==> config.mk <==
export PLATFORM = sky130hd
export DESIGN_NAME = palette_prom
export DESIGN_NICKNAME = d
export VERILOG_FILES = /design/src/rtl/prom_pkg.sv /design/src/rtl/palette_prom.sv
export VERILOG_INCLUDE_DIRS = /design/src /design/src/rtl
export SDC_FILE = /design/constraint.sdc
export NUM_CORES = 2
export LEC_CHECK = 0
export CORE_MARGIN = 5
export CORE_UTILIZATION = 40
export DETAILED_ROUTE_END_ITERATION = 12
export DONT_BUFFER_PORTS = 1
export PLACE_DENSITY = 0.61
export SKIP_LAST_GASP = 1
export SLEW_MARGIN = 20
export SYNTH_ARGS = -nofsm -noshare
export SYNTH_HDL_FRONTEND = slang
export SYNTH_SLANG_ARGS = --single-unit
==> constraint.sdc <==
create_clock -name clk -period 3.6 [get_ports clk]
set_input_delay 0.72 -clock clk [delete_from_list [all_inputs] [get_ports clk]]
set_output_delay 0.72 -clock clk [all_outputs]
set_load 0.01 [all_outputs]
==> src/rtl/colmix_settings.svh <==
`ifndef COLMIX_SETTINGS_SVH
`define COLMIX_SETTINGS_SVH

// palette PROM count, one per video layer
// bak, obj and txt in that order
`define COLMIX_NUM_LAYERS 3

// PROM geometry
// 256 words cover the largest layer address (obj code + pixel)
`define COLMIX_PROM_AW 8
`define COLMIX_PROM_DW 8

// smaller layer addresses are zero-extended up to COLMIX_PROM_AW
// bak uses 5 bits, txt uses 5 bits (top code bit repeated)
// obj uses all 8 bits

// colour word is one PROM data word
// rrr ggg bb from msb to lsb

// object palette data was split over two 4-bit PROMs on the board
// here it is kept as a single 8-bit word

`endif

==> src/rtl/prom_pkg.sv <==
`include "colmix_settings.svh"

package prom_pkg;

    // programming and read side of the palette PROMs
    typedef logic [`COLMIX_PROM_AW-1:0] prom_addr_t;
    typedef logic [`COLMIX_PROM_DW-1:0] prom_data_t;

    // which PROM a write goes to
    // 0 bak, 1 obj, 2 txt, 3 unused
    typedef logic [1:0] prom_sel_t;

    // words per PROM
    localparam int PROM_DEPTH = 2 ** `COLMIX_PROM_AW;

endpackage

==> src/rtl/palette_prom.sv <==
`include "colmix_settings.svh"

module palette_prom
    import prom_pkg::*;
(
    input  logic       clk,
    input  logic       cen,     // pixel strobe, gates the read only
    input  prom_addr_t rd_addr,
    input  prom_addr_t wr_addr,
    input  prom_data_t data,
    input  logic       we,
    output prom_data_t q
);

    prom_data_t mem [PROM_DEPTH]; // palette contents, loaded through the write port

    // write port
    // free running, not tied to the pixel strobe
    always_ff @(posedge clk) begin
        if (we) begin
            mem[wr_addr] <= data;
        end
    end

    // read port, one strobe of latency
    // q holds between strobes
    always_ff @(posedge clk) begin
        if (cen) begin
            q <= mem[rd_addr];
        end
    end

    // same-address write and read on one edge returns the old word

endmodule

======== Word-level counts from Yosys, hierarchy flattened ========
Memories as Yosys holds them, arrays and structs flattened. A register that Yosys moved wholly into a read port is not among the register bits.
Cells that the tools add are included.
storage, ports and cells
  register bits after elaboration ......... 0
  output and inout port bits .............. 8
  word-level logic and storage cells ...... 3
  memories ................................ 1
  bits in writable memories ............... 2048
  input port bits ......................... 27
memories
  memory  depth  width  rd ports  clocked after memory_dff  wr ports  RTL line            text
  mem     256    8      1         1                         1         palette_prom.sv:15  prom_data_t mem [PROM_DEPTH];
cells by class
  muxes and demuxes ....................... 2
operators with widths
  kind               number
  two-way mux 1 bit  2

======== Depth between registers and ports, before layout ========
  depth in word-level cells ............... 2
  gate-level depth with buffers ........... 11
  depth with buffers taken out ............ 6

======== Worst setup path after synthesis ========
Ideal clock, no wire load.
  kind .................................... input port to flip-flop
  start ................................... in rd_addr[0]
  end ..................................... reg q[2], read port of mem, data pin
  library setup time ...................... 0.269 ns
  arrival time ............................ 2.527 ns
  data required time ...................... 3.331 ns
  stages on the path ...................... 9
  buffers on the path ..................... 4
  slack ................................... 0.804 ns
  cells stage by stage .................... buf_6 > buf_12 > buf_8 > buf_2 > mux4_2 > a22oi_1 > a21oi_1 > nor4_1 > nor4_2
RTL lines
  what         RTL line            text
  from (decl)  palette_prom.sv:8   input prom_addr_t rd_addr,
  to (decl)    palette_prom.sv:12  output prom_data_t q

==> results.md <==
* Status: finished with violations
* Violated checks: max-slew violations, negative setup slack
* Core ar. at 198000 sq um
* Initial antenna violation count at 5
* Met3 wire length at 15.2 mm
* Clock Sinks at 2056
* Die ar. at around 210000 sq um
* Worst slew pin tran at 2.87 ns
* TNS Setup at -3.70 ns
* # setup viols final at 8
* Final nets at 4048
* Max Freq at ~230 MHz
* Via/cell ratio at roughly 5.8
* Final-report max-slew violation count at 284
* CTS tree: done
* Distinct cell type count of the synthesized netlist at 54
* Final WS setup at -0.818 ns
* Slowest stage cell, crit path: or2b_1
* Placed Area at between 80000 and 90000 sq um
* Row count at 163
* Synth top area share at 77.5%
* HPWL Detailed at roughly 110 mm
* CTS root buf: clkbuf_16
* Mapped Area at ~80000 sq um
* Critical path cell sequence: or2b_1 -> buf_12 -> o221ai_1 -> a21oi_1 -> o32ai_1 -> nor3_1 -> nor4_1
* WP data required at 4.24 ns
* First-pass GRT wire length at approximately 290 mm
* RSZ-0062 raised after global routing: yes
* Mapped Cells at ~3700
* Top-count cell post-synth: edfxtp_1
* Critical path capture point type: flop
* Hold Path Class: in2reg
* Yosys warnings at 0
* Seq/Total Area, Yosys at between 70% and 80%
* Largest net degree at the start of global routing at between 500 and 600
* Post-Route Utilization at a little under half
* Tot GR Track Use at 18.7%
* Cell area after layout at roughly 90000 sq um
* Layout cells sized above 1 at 25.7%
* WS Path Type: in2reg
* Worst EP arrival at 5.06 ns
* Max Root-Sink Buffers at 3
* Fin crit period at 4.42 ns
* Synth area leader: edfxtp_1
* Drt first pass iters at 6
* # port buffers at 0
* CTS buffer count at about 200
* Period utilisation layout at 123%
* DR top layer: met4
* H-tree Lvls at 4
* Peak VDD IR at 0.000558 V
* Average cell area after synthesis at 21.3 sq um
* Synth Net Count at 3760
* Hold Vio Cnt, Final at 0
* Post-synth ARST share at 0%
* Commonest cells in the netlist: edfxtp_1 (2056), mux4_2 (454), nor2_1 (282), mux2i_1 (134), a22oi_1 (133)
* Grt ovf at 0
* Final Skew at 0.0237 ns
* Drt total wl at about 200 mm
* Die Wd at roughly 460 um
* DR WL met2 at 97.6 mm
* Clock slew at reported path FFs at 0.06 ns
* EDFF count, synth at 2056
* P_leak at roughly 0.028 uW
* Met1 wire length at 83.4 mm
* Area contributors post-synth: edfxtp_1 (78%), mux4_2 (13%), mux2i_1 (1.7%)
* Worst rel slew slack at -91.3%
* DR vias at 39500
* DRC Markers at 0
* Prevailing post-synth register cell: edfxtp_1
* DRT iter0 DRCs at 4669
* Number of post-CTS setup repair buffers at 0
* Filler cell count at 16300
* Area Growth Syn to Fin at 13.9%
* Crit path largest cell delay at 0.94 ns
* Die Y at 456 um
* Max-cap viol count at 0
* Worst skew pair latency at 0.83 ns
* Antenna-violating nets left at 0
* Seq cells post-synth at roughly 2100
* Max Fanout on Critical Path at 446
* Starting density of the core at 40.3%
* Vias in the first global route at 39300
* DR WL/cell at 29.6 um
* Io pins at 35
* GPL Wtd Cong at between 0.7 and 0.8
* Pwr Density at 538 nW/um^2
* Type of origin of the critical path: primary input
[per-layer routing]
layer | GRT usage, % | vias to the layer above
met1 | 26.5 | 21300
met3 | 3.36 | 301
met5 | 0 | -
met2 | 30.0 | 1621
li1 | - | 16300
met4 | 5.60 | 0
[cell usage in the layout, fill, tap and decap left out, types with 4 or more instances in the layout]
cell type | synthesis | layout
a211oi_1 | 16 | 16
a21oi_1 | 96 | 96
a221oi_1 | 13 | 10
a221oi_2 | 1 | 4
a22o_1 | 8 | 8
a22oi_1 | 133 | 133
and2_1 | 6 | 5
buf_12 | 8 | 9
buf_16 | 0 | 6
buf_4 | 27 | 290
bufinv_16 | 0 | 15
clkbuf_1 | 111 | 39
clkbuf_16 | 0 | 213
clkinv_1 | 1 | 50
clkinv_2 | 0 | 40
clkinv_8 | 0 | 4
clkinvlp_4 | 0 | 5
dlygate4sd3_1 | 0 | 5
edfxtp_1 | 2056 | 2056
mux2i_1 | 134 | 134
mux4_2 | 454 | 454
nand2_1 | 33 | 33
nand2b_1 | 8 | 8
nand3_1 | 34 | 31
nand4_1 | 10 | 10
nor2_1 | 282 | 279
nor2b_1 | 31 | 28
nor3_1 | 22 | 22
nor4_1 | 24 | 20
nor4_2 | 3 | 7
o211ai_1 | 10 | 10
o21ai_0 | 10 | 9
o221ai_1 | 46 | 46
o22a_1 | 5 | 5
o22ai_1 | 28 | 28
o32ai_1 | 4 | 4
or2_2 | 4 | 4
[final cells by class]
class,instances,area [sq um],share of cell area (%)
flip-flops and latches,2056,61700,68.1
repair buffers,316,2720,3.00
clock inverters,120,1060,1.17
multi-input cells,1442,16500,18.2
diodes,3,7.51,0.00828
inverters,2,7.51,0.00828
well taps,2640,3300,3.64
clock buffers,246,5330,5.87
[flip-flops by register name, indices dropped and copies added (netlist names)]
| register | flops |
|---|---|
| mem | 2048 |
| q | 8 |
[where the power goes]
group	leakage [uW]	switching, uW	internal, uW
registers	0.0185	46.9	26400
logic	0.00657	1010	866
clock network	0.00313	8890	11600
total	0.0282	9940	38900
[stage by stage]
stage / worst slack (ns) / power [uW] / hold WS [ns] / std cells
detailed placement: -0.0691 / 28500 / 0.855 / 6439
CTS: 0.607 / 48800 / 0.000895 / 6807
floorplan: 0.804 / 28200 / 0.819 / 3733
global route: -0.0228 / 50200 / 0.0130 / 6822
finish: -0.818 / 48800 / 0.0834 / 6825
global placement: -0.360 / 28500 / 0.856 / 6439
[path summary, 6_finish.rpt]
check,start,to,slack (ns),cells past startpoint
setup / recovery,rd_addr[1],q[3]$_DFFE_PP_,-0.82,7
hold / removal,data[0],mem[207][0]$_DFFE_PP_,0.08,0
setup reg to reg,mem[82][3]$_DFFE_PP_,q[3]$_DFFE_PP_,0.91,7
hold reg to reg,mem[40][3]$_DFFE_PP_,q[3]$_DFFE_PP_,1.15,7
[critical path, delay by kind of cell]
family | cells | cell delay (ns)
AND/OR/NAND/NOR | 3 | 1.51
AO/OA/AOI/OAI | 3 | 1.32
buffers and inverters | 1 | 0.20
[timing repair]
item / CTS / global route
resized for setup: 0 / 6
endpoints found under the hold margin: 9 / 34
setup endpoints to repair: 0 / 8
hold buffers: 2 / 3
[cell families after synthesis]
kind of cell | after synthesis | share of synthesized area (%)
AND/OR/NAND/NOR | 466 | 2.63
buffers and inverters | 235 | 1.83
multiplexers | 591 | 14.6
flip-flops | 2056 | 77.5
AO/OA/AOI/OAI | 385 | 3.42
Note: power is estimated with default switching activity, not from simulation.
