File: src/rtl/colmix_settings.svh
`ifndef COLMIX_SETTINGS_SVH
`define COLMIX_SETTINGS_SVH

// palette PROM count, one per video layer
// bak, obj and txt in that order
`define COLMIX_NUM_LAYERS 3

// PROM geometry
// 256 words cover the largest layer address (obj code + pixel)
`define COLMIX_PROM_AW 8
`define COLMIX_PROM_DW 8

// smaller layer addresses are zero-extended up to COLMIX_PROM_AW
// bak uses 5 bits, txt uses 5 bits (top code bit repeated)
// obj uses all 8 bits

// colour word is one PROM data word
// rrr ggg bb from msb to lsb

// object palette data was split over two 4-bit PROMs on the board
// here it is kept as a single 8-bit word

`endif

File: src/rtl/video_pkg.sv
`include "colmix_settings.svh"

package video_pkg;

    // layer colour codes as presented by the renderers
    typedef logic [4:0] bak_code_t; // background tile colour
    typedef logic [5:0] obj_code_t; // sprite colour
    typedef logic [1:0] obj_pix_t;  // sprite pixel, 0 is transparent
    typedef logic [3:0] txt_code_t; // text colour

    // palette word, rrr_ggg_bb
    typedef logic [7:0] colour_t;

    // one output channel, blue uses only the top two bits
    typedef logic [2:0] chan3_t;

    // one bit per layer, at most one set
    typedef logic [`COLMIX_NUM_LAYERS-1:0] layer_sel_t;

    // layer positions in layer_sel and in the PROM array
    localparam int BAK_IDX = 0;
    localparam int OBJ_IDX = 1;
    localparam int TXT_IDX = 2;

    // also used as prom_sel values on the programming side

endpackage

File: src/rtl/colour_priority_mix.sv
`include "colmix_settings.svh"

module colour_priority_mix
    import video_pkg::*;
(
    input  logic       clk,
    input  logic       rst_n,
    input  logic       pxl_cen,
    input  logic       vblank_n,  // resampled here, one strobe after layer_fetch
    input  layer_sel_t layer_sel, // registered priority, at most one bit
    input  colour_t    pal [`COLMIX_NUM_LAYERS],
    output chan3_t     red,
    output chan3_t     green,
    output chan3_t     blue       // lsb always zero
);

    colour_t mix_d; // chosen palette word
    colour_t mix_q; // registered output word

    // pick one palette output
    always_comb begin
        if (!vblank_n) begin
            mix_d = '0; // vertical blank forces black
        end else if (layer_sel[TXT_IDX]) begin
            mix_d = pal[TXT_IDX];
        end else if (layer_sel[OBJ_IDX]) begin
            mix_d = pal[OBJ_IDX];
        end else if (layer_sel[BAK_IDX]) begin
            mix_d = pal[BAK_IDX];
        end else begin
            mix_d = '0; // nothing visible
        end
    end

    // output register, strobe N+1
    always_ff @(posedge clk or negedge rst_n) begin
        if (!rst_n) begin
            mix_q <= '0;
        end else if (pxl_cen) begin
            mix_q <= mix_d;
        end
    end

    // split into channels
    assign red   = mix_q[7:5];
    assign green = mix_q[4:2];
    // two blue bits from the palette, bottom bit tied low
    assign blue  = {mix_q[1:0], 1'b0};

endmodule

File: config.mk
export PLATFORM = sky130hd
export DESIGN_NAME = colour_priority_mix
export DESIGN_NICKNAME = d
export VERILOG_FILES = /design/src/rtl/video_pkg.sv /design/src/rtl/colour_priority_mix.sv
export VERILOG_INCLUDE_DIRS = /design/src /design/src/rtl
export SDC_FILE = /design/constraint.sdc
export NUM_CORES = 1
export LEC_CHECK = 0
export BUFFER_PORTS_ARGS = -buffer_cell sky130_fd_sc_hd__clkbuf_2
export CAP_MARGIN = 20
export CORE_MARGIN = 4
export CORE_UTILIZATION = 30
export CTS_BUF_LIST = sky130_fd_sc_hd__clkbuf_2 sky130_fd_sc_hd__clkbuf_4 sky130_fd_sc_hd__clkbuf_8
export CTS_CLUSTER_DIAMETER = 60
export CTS_CLUSTER_SIZE = 30
export DETAILED_ROUTE_END_ITERATION = 8
export GPL_TIMING_DRIVEN = 0
export PLACE_DENSITY = 0.72
export SLEW_MARGIN = 20
export SYNTH_ARGS = -nofsm -noshare
export SYNTH_HDL_FRONTEND = slang
export SYNTH_SLANG_ARGS = --single-unit
File: constraint.sdc
create_clock -name clk -period 0.8 [get_ports clk]
set_clock_uncertainty 0.05 [all_clocks]
set_input_delay 0.04 -clock clk [delete_from_list [all_inputs] [get_ports clk]]
set_output_delay 0.04 -clock clk [all_outputs]
set_load 0.01 [all_outputs]
Word level (Yosys, flattened, before mapping)
Index checks and enable logic that the tools add are counted.

cells by class
  multiplexer cells = 4

operators with widths
  kind     count
  $mux W8  4

word-level totals
  flip-flop bits (word level) = 8
  input bits = 31
  word-level logic and storage cells = 5
  output and inout bits = 9

Logic depth before layout (Yosys ltp)
  word-level depth = 4
  depth in mapped cells = 4
  mapped depth without buffers = 3

Worst setup path before layout
Ideal clock, no wire load.

  path type = input -> register
  from = input layer_sel[1]
  to = register mix_q[0]
  setup time = 101 ps
  required time = 649 ps
  path slack = 16 ps
  stages = 4
  arrival = 633 ps
  buffers on the path = 1
  cells stage by stage = buf_6 -> nor2b_4 -> a221oi_1 -> o32ai_1

on the way
  word-level cells in the longest chain between the ends = 3

RTL lines
  item                  line                       text
  start, declared       colour_priority_mix.sv:10  input layer_sel_t layer_sel,
  $mux W8               colour_priority_mix.sv:26  end else if (layer_sel[OBJ_IDX]) begin
  $mux W8               colour_priority_mix.sv:24  end else if (layer_sel[TXT_IDX]) begin
  $mux W8               colour_priority_mix.sv:22  if (!vblank_n) begin
  end signal, assigned  colour_priority_mix.sv:40  mix_q <= mix_d;
  end, declared         colour_priority_mix.sv:18  colour_t mix_q;

No other way between the ends.
A chain may end at the register's enable or synchronous reset.

Worst setup path after layout
  from = register mix_q[6]
  to = output red[1]

RTL lines
  item           line                       text
  end, declared  colour_priority_mix.sv:12  output chan3_t red,

No word-level cell between the ends.

==> impl_metrics.csv <==
group,metric,value,unit
detailed_routing,drc,0,
floorplan,rows,14,
clock_tree,cts_tree,"done",
detailed_routing,wirelength,1.436,mm
sta,drv_slew,0,
clock_tree,clkLatencyLatePin,0.25,ns
floorplan,ios,40,
worst_setup_path,cpPeakStageDelay,0.39,ns
power_and_ir_drop,pwr-share-comb,27.7,%
power_and_ir_drop,p_sw,303.6,µW
global_route,grt_pass1_vias,523,
worst_setup_path,crit_buf_inv,1,
placement,place_area,695.7,µm²
logic_synthesis,syn_avg_cell_area,10.01,µm²
hold_path,hp-class,"input pin to flop",
power_and_ir_drop,p_leak,0.0003880,µW
layout,seqCellArea,200.2,µm²
detailed_routing,dr.pass1.iters,3,
power_and_ir_drop,power_frac_seq,43.0,%
logic_synthesis,yosys_warnings,0,
clock_tree,htreeDepth,1,
flow_run,drv_cap,0,
layout,drive_above_1_share,52.75,%
layout,antenna_cells,0,
clock_tree,cts_sinks,8,
layout,syn_to_final_growth,50.77,%
power_and_ir_drop,ir_drop,0.5877,mV
sta,min_period_over_period,107.3,%
floorplan,initial_utilization,32.18,%
power_and_ir_drop,p_per_area,1455,nW/µm²
power_and_ir_drop,power_frac_clock,29.3,%
logic_synthesis,netlist_instances,49,
power_and_ir_drop,p_int,772.0,µW
detailed_routing,routedWlPerCell,13.42,µm
worst_setup_path,path_max_fanout,2,
worst_setup_path,cp_top_family,"flip-flops",
worst_setup_path,crit_type,"flop to output port",
status,violations,"setup timing",
sta,setup_viol_count_final,8,
placement,gp_congestion,0.7826,
placement,dpl.hpwl,1.162,mm
layout,multi_input_comb_area,231.5,µm²
layout,top_register,"mix_q",
layout,final_nets,124,
detailed_routing,antenna_left,0,
worst_setup_path,cp.arrival,0.77,ns
detailed_routing,num_vias,532,
logic_synthesis,ys_ff_latch,8,
clock_tree,clkTransAtPathRegs,0.06,ns
sta,fmax,1165,MHz
detailed_routing,first_iter_violations,4,
worst_setup_path,worst_path_max_delay_cell,"dfrtp_1",
power_and_ir_drop,swShare,28.23,%
global_route,grtUsageTotal,12.49,%
worst_setup_path,crit_chain,"clkbuf_2",
logic_synthesis,ys_seq_area_share,40.82,%
layout,final_cell_mix,"clkbuf_2 (37), nor2b_1 (9), o32ai_1 (8), dfrtp_1 (8)",
global_route,antenna_found_initial,0,
floorplan,fp.dieH,48.44,µm
sta,grt_setup_unrepaired,"true",
layout,top_regs,"mix_q x8",
logic_synthesis,netlist_area,490.5,µm²
worst_setup_path,start_kind,"flop",
status,run_status,"complete, but fails checks",
placement,io_buffers,37,
detailed_routing,viasPerCell,4.972,
global_route,overflow,0,
clock_tree,cts_buffers,3,
sta,min_period,0.8581,ns
floorplan,die_x,48.44,µm
global_route,grt_pass1_wl,2.346,mm
worst_setup_path,crit_required,0.71,ns
floorplan,core_region_area,1524,µm²
layout,fill_cells,147,
sta,setup_ws,-0.05807,ns
layout,design_area,739.5,µm²
clock_tree,clk_path_buf_depth,2,
layout,layout_commonest_cell,"clkbuf_2",
floorplan,dieArea,2346,µm²
clock_tree,cts_root_buf,"clkbuf_4",
layout,largest_reg_flops,8,
sta,finalHoldViolCount,0,
global_route,grt_max_degree,11,
logic_synthesis,synthesis.nets,80,
placement,dp_slack,-0.2223,ns
logic_synthesis,synthDistinctLibCells,13,
worst_setup_path,cp-end-kind,"output port",
## final cells by class
class	count	area share, %
Tap cell	16	2.707
Inverter	8	4.061
Timing Repair Buffer	39	27.92
Clock buffer	3	3.046
Multi-Input combinational cell	29	31.30
Buffer	4	3.892
Sequential cell	8	27.07
## metrics by stage
step           instances  setup TNS [ns]  total power (µW)  hold WS (ns)  utilization, %
2_1_floorplan         49               0             609.2       -0.3056               -
3_3_place_gp         102          -1.309             748.6       -0.1517           45.65
3_5_place_dp         102          -1.453             754.1       -0.1424           45.65
4_1_cts              107         -0.3900              1083       0.03245           48.28
5_1_grt              107         -0.6103              1143       0.05561           48.52
6_report             107         -0.3658              1076       0.03397           48.52
## power groups by stage
stage | clock network, µW | logic (µW) | registers [µW]
floorplan | 0 | 122 | 487
global placement | 0 | 281 | 467
detailed placement | 0 | 285 | 469
CTS | 324 | 298 | 461
global route | 346 | 331 | 467
finish | 315 | 298 | 463
## metal layers
layer / global-route usage [%] / share of wire [%] / up-vias
li1: - / - / 266
met3: 5.828 / 12 / 0
met4: 5.530 / 0 / 0
met2: 17.39 / 42 / 27
met1: 16.22 / 45 / 239
met5: 0 / 0 / -
## synth_stat cells, drive strengths merged
cell	number	area, µm²
o32ai	8	70.07
conb	1	3.750
buf	4	28.78
and2b	1	7.510
nand2	1	3.750
dfrtp	8	200.2
a221oi	8	76.32
inv	8	30.03
nor2b	10	70.06
## cell families (layout without fill, tap and decap cells)
kind of cell	after synthesis	after routing	synth area share [%]
flip-flops	8	8	40.82
AO/OA/AOI/OAI	16	16	29.85
AND/OR/NAND/NOR	12	12	16.58
other	1	1	0.7646
buffers and inverters	12	54	11.99
## worst paths after layout
check | from | end | slack (ns) | depth (start not counted)
min | pal[5] | mix_q[5] | 0.03 | 3
max reg2reg | mix_q[1] | mix_q[1] | 0.02 | 3
max | mix_q[6] | red[1] | -0.06 | 1
min in group asynchronous | rst_n | mix_q[1] | 0.13 | 2
max in group asynchronous | rst_n | mix_q[3] | 0.39 | 2
min reg2reg | mix_q[5] | mix_q[5] | 0.48 | 2
## timing repair
action                                 4_1_cts  5_1_grt
setup buffers                                1        0
resized for setup                            0        2
hold buffers                                 1        0
pin swaps                                    0        2
endpoints found under the hold margin        8        0
setup endpoints to repair                    8       11
(Power assumes the default switching activity.)
