==> src/rtl/colmix_settings.svh <==
`ifndef COLMIX_SETTINGS_SVH
`define COLMIX_SETTINGS_SVH

// palette PROM count, one per video layer
// bak, obj and txt in that order
`define COLMIX_NUM_LAYERS 3

// PROM geometry
// 256 words cover the largest layer address (obj code + pixel)
`define COLMIX_PROM_AW 8
`define COLMIX_PROM_DW 8

// smaller layer addresses are zero-extended up to COLMIX_PROM_AW
// bak uses 5 bits, txt uses 5 bits (top code bit repeated)
// obj uses all 8 bits

// colour word is one PROM data word
// rrr ggg bb from msb to lsb

// object palette data was split over two 4-bit PROMs on the board
// here it is kept as a single 8-bit word

`endif

==> src/rtl/video_pkg.sv <==
`include "colmix_settings.svh"

package video_pkg;

    // layer colour codes as presented by the renderers
    typedef logic [4:0] bak_code_t; // background tile colour
    typedef logic [5:0] obj_code_t; // sprite colour
    typedef logic [1:0] obj_pix_t;  // sprite pixel, 0 is transparent
    typedef logic [3:0] txt_code_t; // text colour

    // palette word, rrr_ggg_bb
    typedef logic [7:0] colour_t;

    // one output channel, blue uses only the top two bits
    typedef logic [2:0] chan3_t;

    // one bit per layer, at most one set
    typedef logic [`COLMIX_NUM_LAYERS-1:0] layer_sel_t;

    // layer positions in layer_sel and in the PROM array
    localparam int BAK_IDX = 0;
    localparam int OBJ_IDX = 1;
    localparam int TXT_IDX = 2;

    // also used as prom_sel values on the programming side

endpackage

==> src/rtl/prom_pkg.sv <==
`include "colmix_settings.svh"

package prom_pkg;

    // programming and read side of the palette PROMs
    typedef logic [`COLMIX_PROM_AW-1:0] prom_addr_t;
    typedef logic [`COLMIX_PROM_DW-1:0] prom_data_t;

    // which PROM a write goes to
    // 0 bak, 1 obj, 2 txt, 3 unused
    typedef logic [1:0] prom_sel_t;

    // words per PROM
    localparam int PROM_DEPTH = 2 ** `COLMIX_PROM_AW;

endpackage

==> src/rtl/layer_fetch.sv <==
`include "colmix_settings.svh"

module layer_fetch
    import video_pkg::*, prom_pkg::*;
(
    input  logic       clk,
    input  logic       rst_n,
    input  logic       pxl_cen,   // one cycle pixel strobe
    // layer inputs
    input  bak_code_t  bak_code,
    input  obj_code_t  obj_code,
    input  obj_pix_t   obj_pix,
    input  txt_code_t  txt_code,
    input  logic       txt_valid, // active low, text shows when low
    // blanking
    input  logic       hblank_n,
    input  logic       vblank_n,
    // programming select
    input  prom_sel_t  prog_sel,
    input  logic       prog_we,
    // to PROMs and mixer
    output prom_addr_t rd_addr [`COLMIX_NUM_LAYERS],
    output logic [`COLMIX_NUM_LAYERS-1:0] we,
    output layer_sel_t layer_sel
);

    layer_sel_t sel_d; // next priority decision

    // read addresses, zero-extended where the code is short
    assign rd_addr[BAK_IDX] = prom_addr_t'(bak_code);
    assign rd_addr[OBJ_IDX] = prom_addr_t'({obj_code, obj_pix}); // code then pixel
    // txt top bit doubled, as the board wired it
    assign rd_addr[TXT_IDX] = prom_addr_t'({txt_code[3], txt_code});

    // write enable decode
    // writes ignore pxl_cen, any clk edge with prog_we high
    always_comb begin
        for (int i = 0; i < `COLMIX_NUM_LAYERS; i++) begin
            we[i] = prog_we && (prog_sel == prom_sel_t'(i));
        end
    end

    // priority, text over object over background
    always_comb begin
        sel_d = '0;
        if (!txt_valid) begin
            sel_d[TXT_IDX] = 1'b1;
        end else if (obj_pix != '0) begin
            sel_d[OBJ_IDX] = 1'b1; // opaque sprite pixel
        end else if (hblank_n && vblank_n) begin
            sel_d[BAK_IDX] = 1'b1; // bg only in active area
        end
        // else nothing visible, sel stays zero
    end

    // decision lines up with the PROM read of the same strobe
    always_ff @(posedge clk or negedge rst_n) begin
        if (!rst_n) begin
            layer_sel <= '0;
        end else if (pxl_cen) begin
            layer_sel <= sel_d;
        end
    end

endmodule

==> config.mk <==
export PLATFORM = sky130hd
export DESIGN_NAME = layer_fetch
export DESIGN_NICKNAME = d
export VERILOG_FILES = /design/src/rtl/video_pkg.sv /design/src/rtl/prom_pkg.sv /design/src/rtl/layer_fetch.sv
export VERILOG_INCLUDE_DIRS = /design/src /design/src/rtl
export SDC_FILE = /design/constraint.sdc
export NUM_CORES = 1
export LEC_CHECK = 0
export ABC_CLOCK_PERIOD_IN_PS = 800
export BUFFER_PORTS_ARGS = -buffer_cell sky130_fd_sc_hd__clkbuf_2
export CAP_MARGIN = 15
export CORE_UTILIZATION = 23
export CTS_CLUSTER_SIZE = 28
export DETAILED_ROUTE_END_ITERATION = 16
export GPL_TIMING_DRIVEN = 0
export PLACE_DENSITY = 0.7
export RECOVER_POWER = 25
export SLEW_MARGIN = 20
export SYNTH_ARGS = -nofsm -noshare
export SYNTH_HDL_FRONTEND = slang
export SYNTH_SLANG_ARGS = --single-unit
==> constraint.sdc <==
create_clock -name clk -period 0.8 [get_ports clk]
set_clock_uncertainty 0.15 [all_clocks]
set_input_delay 0.24 -clock clk [delete_from_list [all_inputs] [get_ports clk]]
set_output_delay 0.24 -clock clk [all_outputs]
set_load 0.05 [all_outputs]
# After elaboration in Yosys (flattened, before gate mapping)

Cells that the tools add are included.

Divide/modulo/power cells: 0
Shifts and indexed selects: 0
Multiply operators: 0
Magnitude comparators: 0
Add/subtract/negate cells: 0
Bitwise gates (word level): 0
Multiplexer cells: 5
Eq/ne operators: 2
Reduce and logical (&&, ||, !) cells: 6

Operators by type and width:

| cell                                                            | count |
|---|---|
| 1-bit logical AND                                               | 4 |
| 1-bit 2-to-1 mux                                                | 4 |
| 2-bit by 1-bit == test with 1-bit output, second input constant | 1 |
| 2-bit == test, second input constant                            | 1 |
| 2-bit logical NOT                                               | 1 |
| 2-bit 2-to-1 mux                                                | 1 |
| 2-bit nonzero test                                              | 1 |

Bits in latches: 0
Output and inout bits: 30
Bits in registers: 3
Memories kept: 0
Memory bits (writable): 0
Input port bits: 26
Logic and storage cells: 14
Bits in read-only memories: 0

# Longest topological paths before layout

Gate-level depths: netlist of the first run.

Depth after elaboration: 4
Gate-level depth with buffers: 2
Mapped depth without buffers: 2

# Worst setup path after synthesis of the first run

No wires, ideal clock.

Path type: in2out
From: input port prog_sel[0]
To: output port we[0]
Setup slack: -988 ps
Stages on the path: 1
Data required time: 410 ps
Arrival: 1,398 ps
Cell sequence: nor3b_1

Cells in the longest elaborated chain, start to end: 2

Ends and longest elaborated chain:

| item               | RTL line          | RTL |
|---|---|---|
| start: declaration | layer_fetch.sv:19 | `input prom_sel_t prog_sel,` |
| 2-bit logical NOT  | layer_fetch.sv:39 | `we[i] = prog_we && (prog_sel == prom_sel_t'(i));` |
| 1-bit logical AND  | layer_fetch.sv:39 |  |
| end: declaration   | layer_fetch.sv:23 | `` output logic [`COLMIX_NUM_LAYERS-1:0] we, `` |

No other way between the ends.

# Worst setup path after layout of the first run

From: register layer_sel[0]
To: output port layer_sel[0]

RTL lines:

| item                     | RTL line          | RTL |
|---|---|---|
| start: declaration       | layer_fetch.sv:24 | `output layer_sel_t layer_sel` |
| start signal: assignment | layer_fetch.sv:61 | `layer_sel <= sel_d;` |

No word-level cell between the ends.

==> impl_metrics.csv, run 1 <==
group,metric,value,unit
status,status,"finished with violations",
status,violated_checks,"setup timing",
logic_synthesis,synth_enable_flop_cells,0,
setup_path,crit_start,"layer_sel[0]",
global_route,largest_net_degree_at_the_start_of_global_routing,6,
power,ir_worst_vdd,0.001160,V
flow_run,max_cap_violations,0,
setup_path,cp-start-kind,"register",
route,ant_nets,0,
logic_synthesis,synth-compound-area-share,0.06391,
logic_synthesis,yosys_most_used_dff,"dfrtp_1",
logic_synthesis,most_frequent_cell_after_synthesis,"buf_4",
setup_path,timing.critical_path.slowest_cell_delay,0.42,ns
power,flop_pwr_share,0.134,
clock_tree,tritoncts_clock_tree,"built",
power,power_switching_share,0.4071,
setup_path,worst-endpoint-arrival,0.83,ns
clock_tree,worstSkewPairLatency,0.25,ns
logic_synthesis,area_share_of_xor_xnor_cells_in_the_synthesized_design,0,
floorplan,core,1318,um^2
floorplan,die_width,40.04,um
layout,layout-drive-gt1-share,0.8391,
timing,maximum_achievable_frequency,818.6,MHz
layout,fin_cells,102,
setup_path,crit_path_end_kind,"primary output",
layout,combined_area_of_the_multi_input_logic_cells,102.6,um^2
route,avgViaCountPerCell,4.127,
hold_path,min-delay-start,"txt_valid",
place,io_buffers,34,
timing,fin_setup_tns,-4.298,ns
clock_tree,root_buffer,"clkbuf_4",
floorplan,std_cell_rows,13,
logic_synthesis,synth_top_area_share,0.5414,
logic_synthesis,synth.top_cells.by_area,"buf_4, dfrtp_1, and3b_1, inv_1, mux2i_1",
logic_synthesis,synth.largest_area_cell,"buf_4",
setup_path,critical-path-top-delay-family,"flip-flops",
power,clock_power_share,0.226,
timing,grt_setup_unrepaired,"yes",
layout,reg_top3,"layer_sel x3",
clock_tree,clkSlewWorstSetupHoldPaths,0.05,ns
clock_tree,maximum_clock_insertion_buffer_count,2,
clock_tree,htreeDepth,1,
layout,synthToLayoutAreaGrowth,251.1,%
timing,layout_setup_ws,-0.4216,ns
logic_synthesis,arithmetic_cell_share_of_the_synthesized_area_counting_full_adders_half_adders_and_majority_gates,0,
logic_synthesis,yosysSeqAreaShare,0.2256,
logic_synthesis,yosysWarnings,0,
floorplan,io_pins,56,
route,drt_drc_violations_left,0,
timing,finalHoldViolations,0,
logic_synthesis,post_synth_instance_area,332.8,um^2
layout,ff_latch_area,78.83,um^2
global_route,vias_in_the_first_global_route,409,
setup_path,cp.required,0.41,ns
logic_synthesis,synth_top_family_by_area,"buffers and inverters",
hold_path,hold_path_class,"in2reg",
layout,num-fill-cells,56,
logic_synthesis,ys_seq_elements,3,
timing,layout_min_cycle_time,1.222,ns
layout,largest_register_ffs,3,
timing,final_max_slew_viol_count,0,
setup_path,timing.critical_path.cells,"buf_8",
global_route,grt_first_pass_wirelength,2.173,mm
global_route,grt_antenna_before_repair,0,
setup_path,cp.buffers_inverters,1,
setup_path,crit_type,"reg2out",
route,routed_wl,1.919,mm
floorplan,die-area,1603,um^2
route,first_iter_violations,4,
logic_synthesis,netlist_instances,39,
logic_synthesis,netlist_top_cells_count,"buf_4, dfrtp_1, inv_1, and3b_1",
setup_path,critical_path.slowest_cell,"dfrtp_2",
power,power.combinational.fraction,0.641,
power,power.density,1138,nW/um^2
logic_synthesis,synth-async-reset-ratio,1.000,
floorplan,chipHeight,40.04,um
power,internal-power,0.0007885,W
timing,period_share,1.527,
layout,finish.net_count,114,
global_route,globalRoute.totalOverflow,0,
layout,max_flop_register,"layer_sel",
power,static-leakage-power,0.5935,nW
setup_path,critPathMaxFanout,2,
global_route,gr-usage-all-layers,0.2232,
logic_synthesis,synth_mux_area_frac,0.03008,
logic_synthesis,post_synth_simple_gate_area,0.09398,
logic_synthesis,netlist_cell_types,11,
floorplan,start_util,0.2526,
clock_tree,tritoncts.num_buffers,3,
setup_path,rr_startpoint,"layer_sel[1]",
timing,timing.final.setup_violations,27,
route,vias,421,
route,dr.pass1.iters,4,
place,inst_count_dp,93,
clock_tree,cts_num_sinks,3,
power,p_sw,0.0005413,W
layout,diodes,0,
place,gpl.final_weighted_congestion,0.4872,
logic_synthesis,postSynthAreaPerCell,8.534,um^2
route,avgRoutedWirePerCell,18.81,um
[cells by family (layout without fill, tap and decap cells)]
kind of cell	Yosys count	count (layout)
flops	3	3
buf+inv	27	70
other cells	1	6
compound gates	3	3
mux	1	1
simple gates	4	4
[per-stage QoR]
stage | util | power [W] | worst slack, ns | cell area (um^2) | hold WS [ns]
after global placement | 0.4236 | 0.0006754 | -0.4303 | 558.0 | -0.1121
after global routing | 0.8870 | 0.001382 | -0.4431 | 1169 | 0.07712
after detailed placement | 0.4236 | 0.0006783 | -0.4303 | 558.0 | -0.1083
after CTS | 0.8538 | 0.001238 | -0.4066 | 1125 | 0.06847
after floorplan | - | 0.0005830 | -0.3174 | 369.1 | -0.2056
final | 0.8870 | 0.001330 | -0.4216 | 1169 | 0.08720
[path summary, 6_finish.rpt]
kind / end / slack, ns / cells after the start
max in group asynchronous: layer_sel[2] / 0.14 / 2
min: layer_sel[2] / 0.09 / 2
max reg2reg: layer_sel[1] / -0.16 / 3
min in group asynchronous: layer_sel[0] / 0.17 / 2
max: layer_sel[0] / -0.42 / 1
min reg2reg: layer_sel[0] / 0.45 / 2
[placed cells by master, fill, tap and decap left out, drive strengths merged]
master	n
o32ai	1
buf	39
dfrtp	3
dlygate4sd3	1
mux2i	1
inv	3
clkbuf	27
o211ai	1
o21ai	1
and3b	2
nor3b	1
nand4	1
conb	6
[power by group through the flow]
stage / combinational (W) / sequential (W) / clock, W
after floorplan: 0.000370 / 0.000213 / 0
after global placement: 0.000503 / 0.000172 / 0
after detailed placement: 0.000506 / 0.000172 / 0
after CTS: 0.000783 / 0.000172 / 0.000283
after global routing: 0.000876 / 0.000178 / 0.000328
final: 0.000852 / 0.000178 / 0.000300
[area by class of cell]
type,count,area share
multi-input combinational,14,0.08779
tap,15,0.01606
buffer,24,0.2184
sequential,3,0.06745
inverter,3,0.009636
timing repair buffer,39,0.5782
clock buffer,4,0.02248
[worst reg2reg max path, cell delays in order (launching register included)]
cell and delay [ns]:
dfrtp_2 0.42, buf_4 0.14, inv_2 0.05, o21ai_2 0.06
[what timing repair did]
action                     in CTS  in global routing
pin swaps                       0                  2
buffers inserted                2                  4
setup endpoints to repair      24                 27
hold buffers                    1                  0
gates resized for setup        88                 17
hold endpoints to repair        3                  0
[per-layer routing]
layer,vias up,global-route usage,wire length (um)
met1,201,0.2625,752
met5,-,0,0
li1,192,-,-
met2,26,0.3790,997
met3,2,0.05000,148
met4,0,0.1034,21
Note: power is estimated with default switching activity, not from simulation.
==> run 2: changes to the inputs <==
- GPL_TIMING_DRIVEN: 0 -> unset
==> run 2 against run 1 <==
The flow still finishes with violations (setup timing). Via count shrank 41%. Non-clock buffer count is 40 lower. Sequential power is essentially flat. Global-route usage is 13 points lower. Sequential share of layout area grew 8.7 points. Count of clock-buffer cells in the layout is the same. Worst hold slack gained 0.046 ns. First-iteration DRC count shrank 25%. Highest routed layer is now met3.
==> impl_metrics.csv, run 2 (synthesis gave the netlist of run 1 again) <==
group,metric,value,unit
status,status,"finished with violations",
status,violated_checks,"setup timing",
clock_tree,tritoncts.num_buffers,3,
route,vias,248,
setup_path,critPathMaxFanout,2,
power,static-leakage-power,0.2555,nW
setup_path,worst-endpoint-arrival,0.80,ns
timing,layout_setup_ws,-0.3853,ns
timing,finalHoldViolations,0,
layout,diodes,0,
place,pre_cts_slack,-0.4333,ns
layout,combined_area_of_the_multi_input_logic_cells,106.4,um^2
layout,largest_register_ffs,3,
setup_path,cp-start-kind,"register",
route,avgViaCountPerCell,4.000,
place,inst_count_dp,55,
clock_tree,root_buffer,"clkbuf_4",
route,highest_routed_metal_layer,"met3",
place,gpl.final_weighted_congestion,0.4851,
clock_tree,clkSlewWorstSetupHoldPaths,0.04,ns
layout,ff_latch_area,78.83,um^2
global_route,vias_in_the_first_global_route,232,
setup_path,timing.critical_path.slowest_cell_delay,0.41,ns
clock_tree,cts_num_sinks,3,
global_route,globalRoute.totalOverflow,0,
floorplan,std_cell_rows,13,
layout,synthToLayoutAreaGrowth,53.76,%
setup_path,crit_type,"reg2out",
timing,period_share,1.482,
timing,grt_setup_unrepaired,"yes",
setup_path,timing.critical_path.cells,"buf_8",
power,ir_worst_vdd,0.0004661,V
clock_tree,tritoncts_clock_tree,"built",
clock_tree,maximum_clock_insertion_buffer_count,2,
setup_path,critical_path.slowest_cell,"dfrtp_2",
route,routed_wl,700,um
timing,maximum_achievable_frequency,843.7,MHz
floorplan,die_width,40.04,um
setup_path,cp.required,0.41,ns
flow_run,max_cap_violations,0,
setup_path,crit_path_end_kind,"primary output",
layout,max_flop_register,"layer_sel",
place,io_buffers,18,
hold_path,hold_path_class,"in2reg",
timing,final_max_slew_viol_count,0,
floorplan,die-area,1603,um^2
timing,layout_min_cycle_time,1.185,ns
global_route,gr-usage-all-layers,0.09227,
route,met3_wl_post_dr,94,um
layout,layout-drive-gt1-share,0.7021,
global_route,grt_antenna_before_repair,0,
timing,fin_worst_hold_slack,0.1328,ns
power,power,0.0007648,W
global_route,grt_first_pass_wirelength,848,um
power,power.density,1494,nW/um^2
route,dr.pass1.iters,2,
floorplan,core,1318,um^2
timing,timing.final.setup_violations,8,
layout,fin_cells,62,
route,drt_drc_violations_left,0,
layout,num-fill-cells,118,
layout,final_cell_mix,"buf_8, conb_1, clkbuf_2",
layout,reg_top3,"layer_sel x3",
layout,finish.net_count,74,
route,first_iter_violations,3,
layout,mostFrequentLayoutCell,"buf_8",
floorplan,start_util,0.2526,
route,ant_nets,0,
clock_tree,htreeDepth,1,
clock_tree,worstSkewPairLatency,0.23,ns
route,wl_met1,214,um
floorplan,chipHeight,40.04,um
setup_path,critical-path-top-delay-family,"flip-flops",
global_route,largest_net_degree_at_the_start_of_global_routing,4,
setup_path,cp.buffers_inverters,1,
floorplan,io_pins,56,
route,avgRoutedWirePerCell,11.29,um
timing,fin_setup_tns,-2.263,ns
route,met2RoutedLength,392,um
[run 2: changes by cell type in the layout (fill, tap and decap cells not counted), moves of 2 or more]
| cell | before | now |
|---|---|---|
| buf_6 | 17 | 0 |
| clkbuf_16 | 18 | 2 |
| buf_4 | 10 | 4 |
| buf_8 | 12 | 10 |
| clkbuf_2 | 4 | 6 |
[run 2: metrics by stage]
stage                     utilization  cell area [um^2]
final                          0.3884             511.7
after global routing           0.3884             511.7
after CTS                      0.3789             499.2
after detailed placement       0.2374             312.8
after global placement         0.2374             312.8
after floorplan                     -             369.1
[run 2: final cells by class]
cell class,instances,area share
clock buffer,4,0.05134
multi-input combinational,14,0.2078
tap,15,0.03667
sequential,3,0.1540
inverter,3,0.02200
timing repair buffer,23,0.5281
[run 2: final timing paths]
| kind | start | end | slack (ns) | depth (start not counted) |
|---|---|---|---|---|
| max reg2reg | layer_sel[0] | layer_sel[0] | 0 | 2 |
| max in group asynchronous | rst_n | layer_sel[0] | 0.19 | 2 |
| min in group asynchronous | rst_n | layer_sel[2] | 0.19 | 2 |
| max | layer_sel[0] | layer_sel[0] | -0.39 | 1 |
| min | vblank_n | layer_sel[0] | 0.13 | 3 |
| min reg2reg | layer_sel[0] | layer_sel[0] | 0.40 | 2 |
[run 2: routing by layer]
layer | vias up | global-route usage
met5 | - | 0
met2 | 24 | 0.1694
met1 | 113 | 0.05351
met3 | 0 | 0.06667
li1 | 111 | -
met4 | 0 | 0.08621
[run 2: repair_timing]
action	4_1_cts	5_1_grt
hold buffers	1	0
pin swaps	0	1
gates cloned	0	0
setup buffers	2	0
endpoints found under the setup margin	8	11
endpoints found under the hold margin	3	0
resized for setup	23	11
[run 2: report_power, final]
group | switching, W | internal [W]
clock | 0.0000755 | 0.000187
sequential | 0.0000101 | 0.000166
combinational | 0.000190 | 0.000137
total | 0.000275 | 0.000489
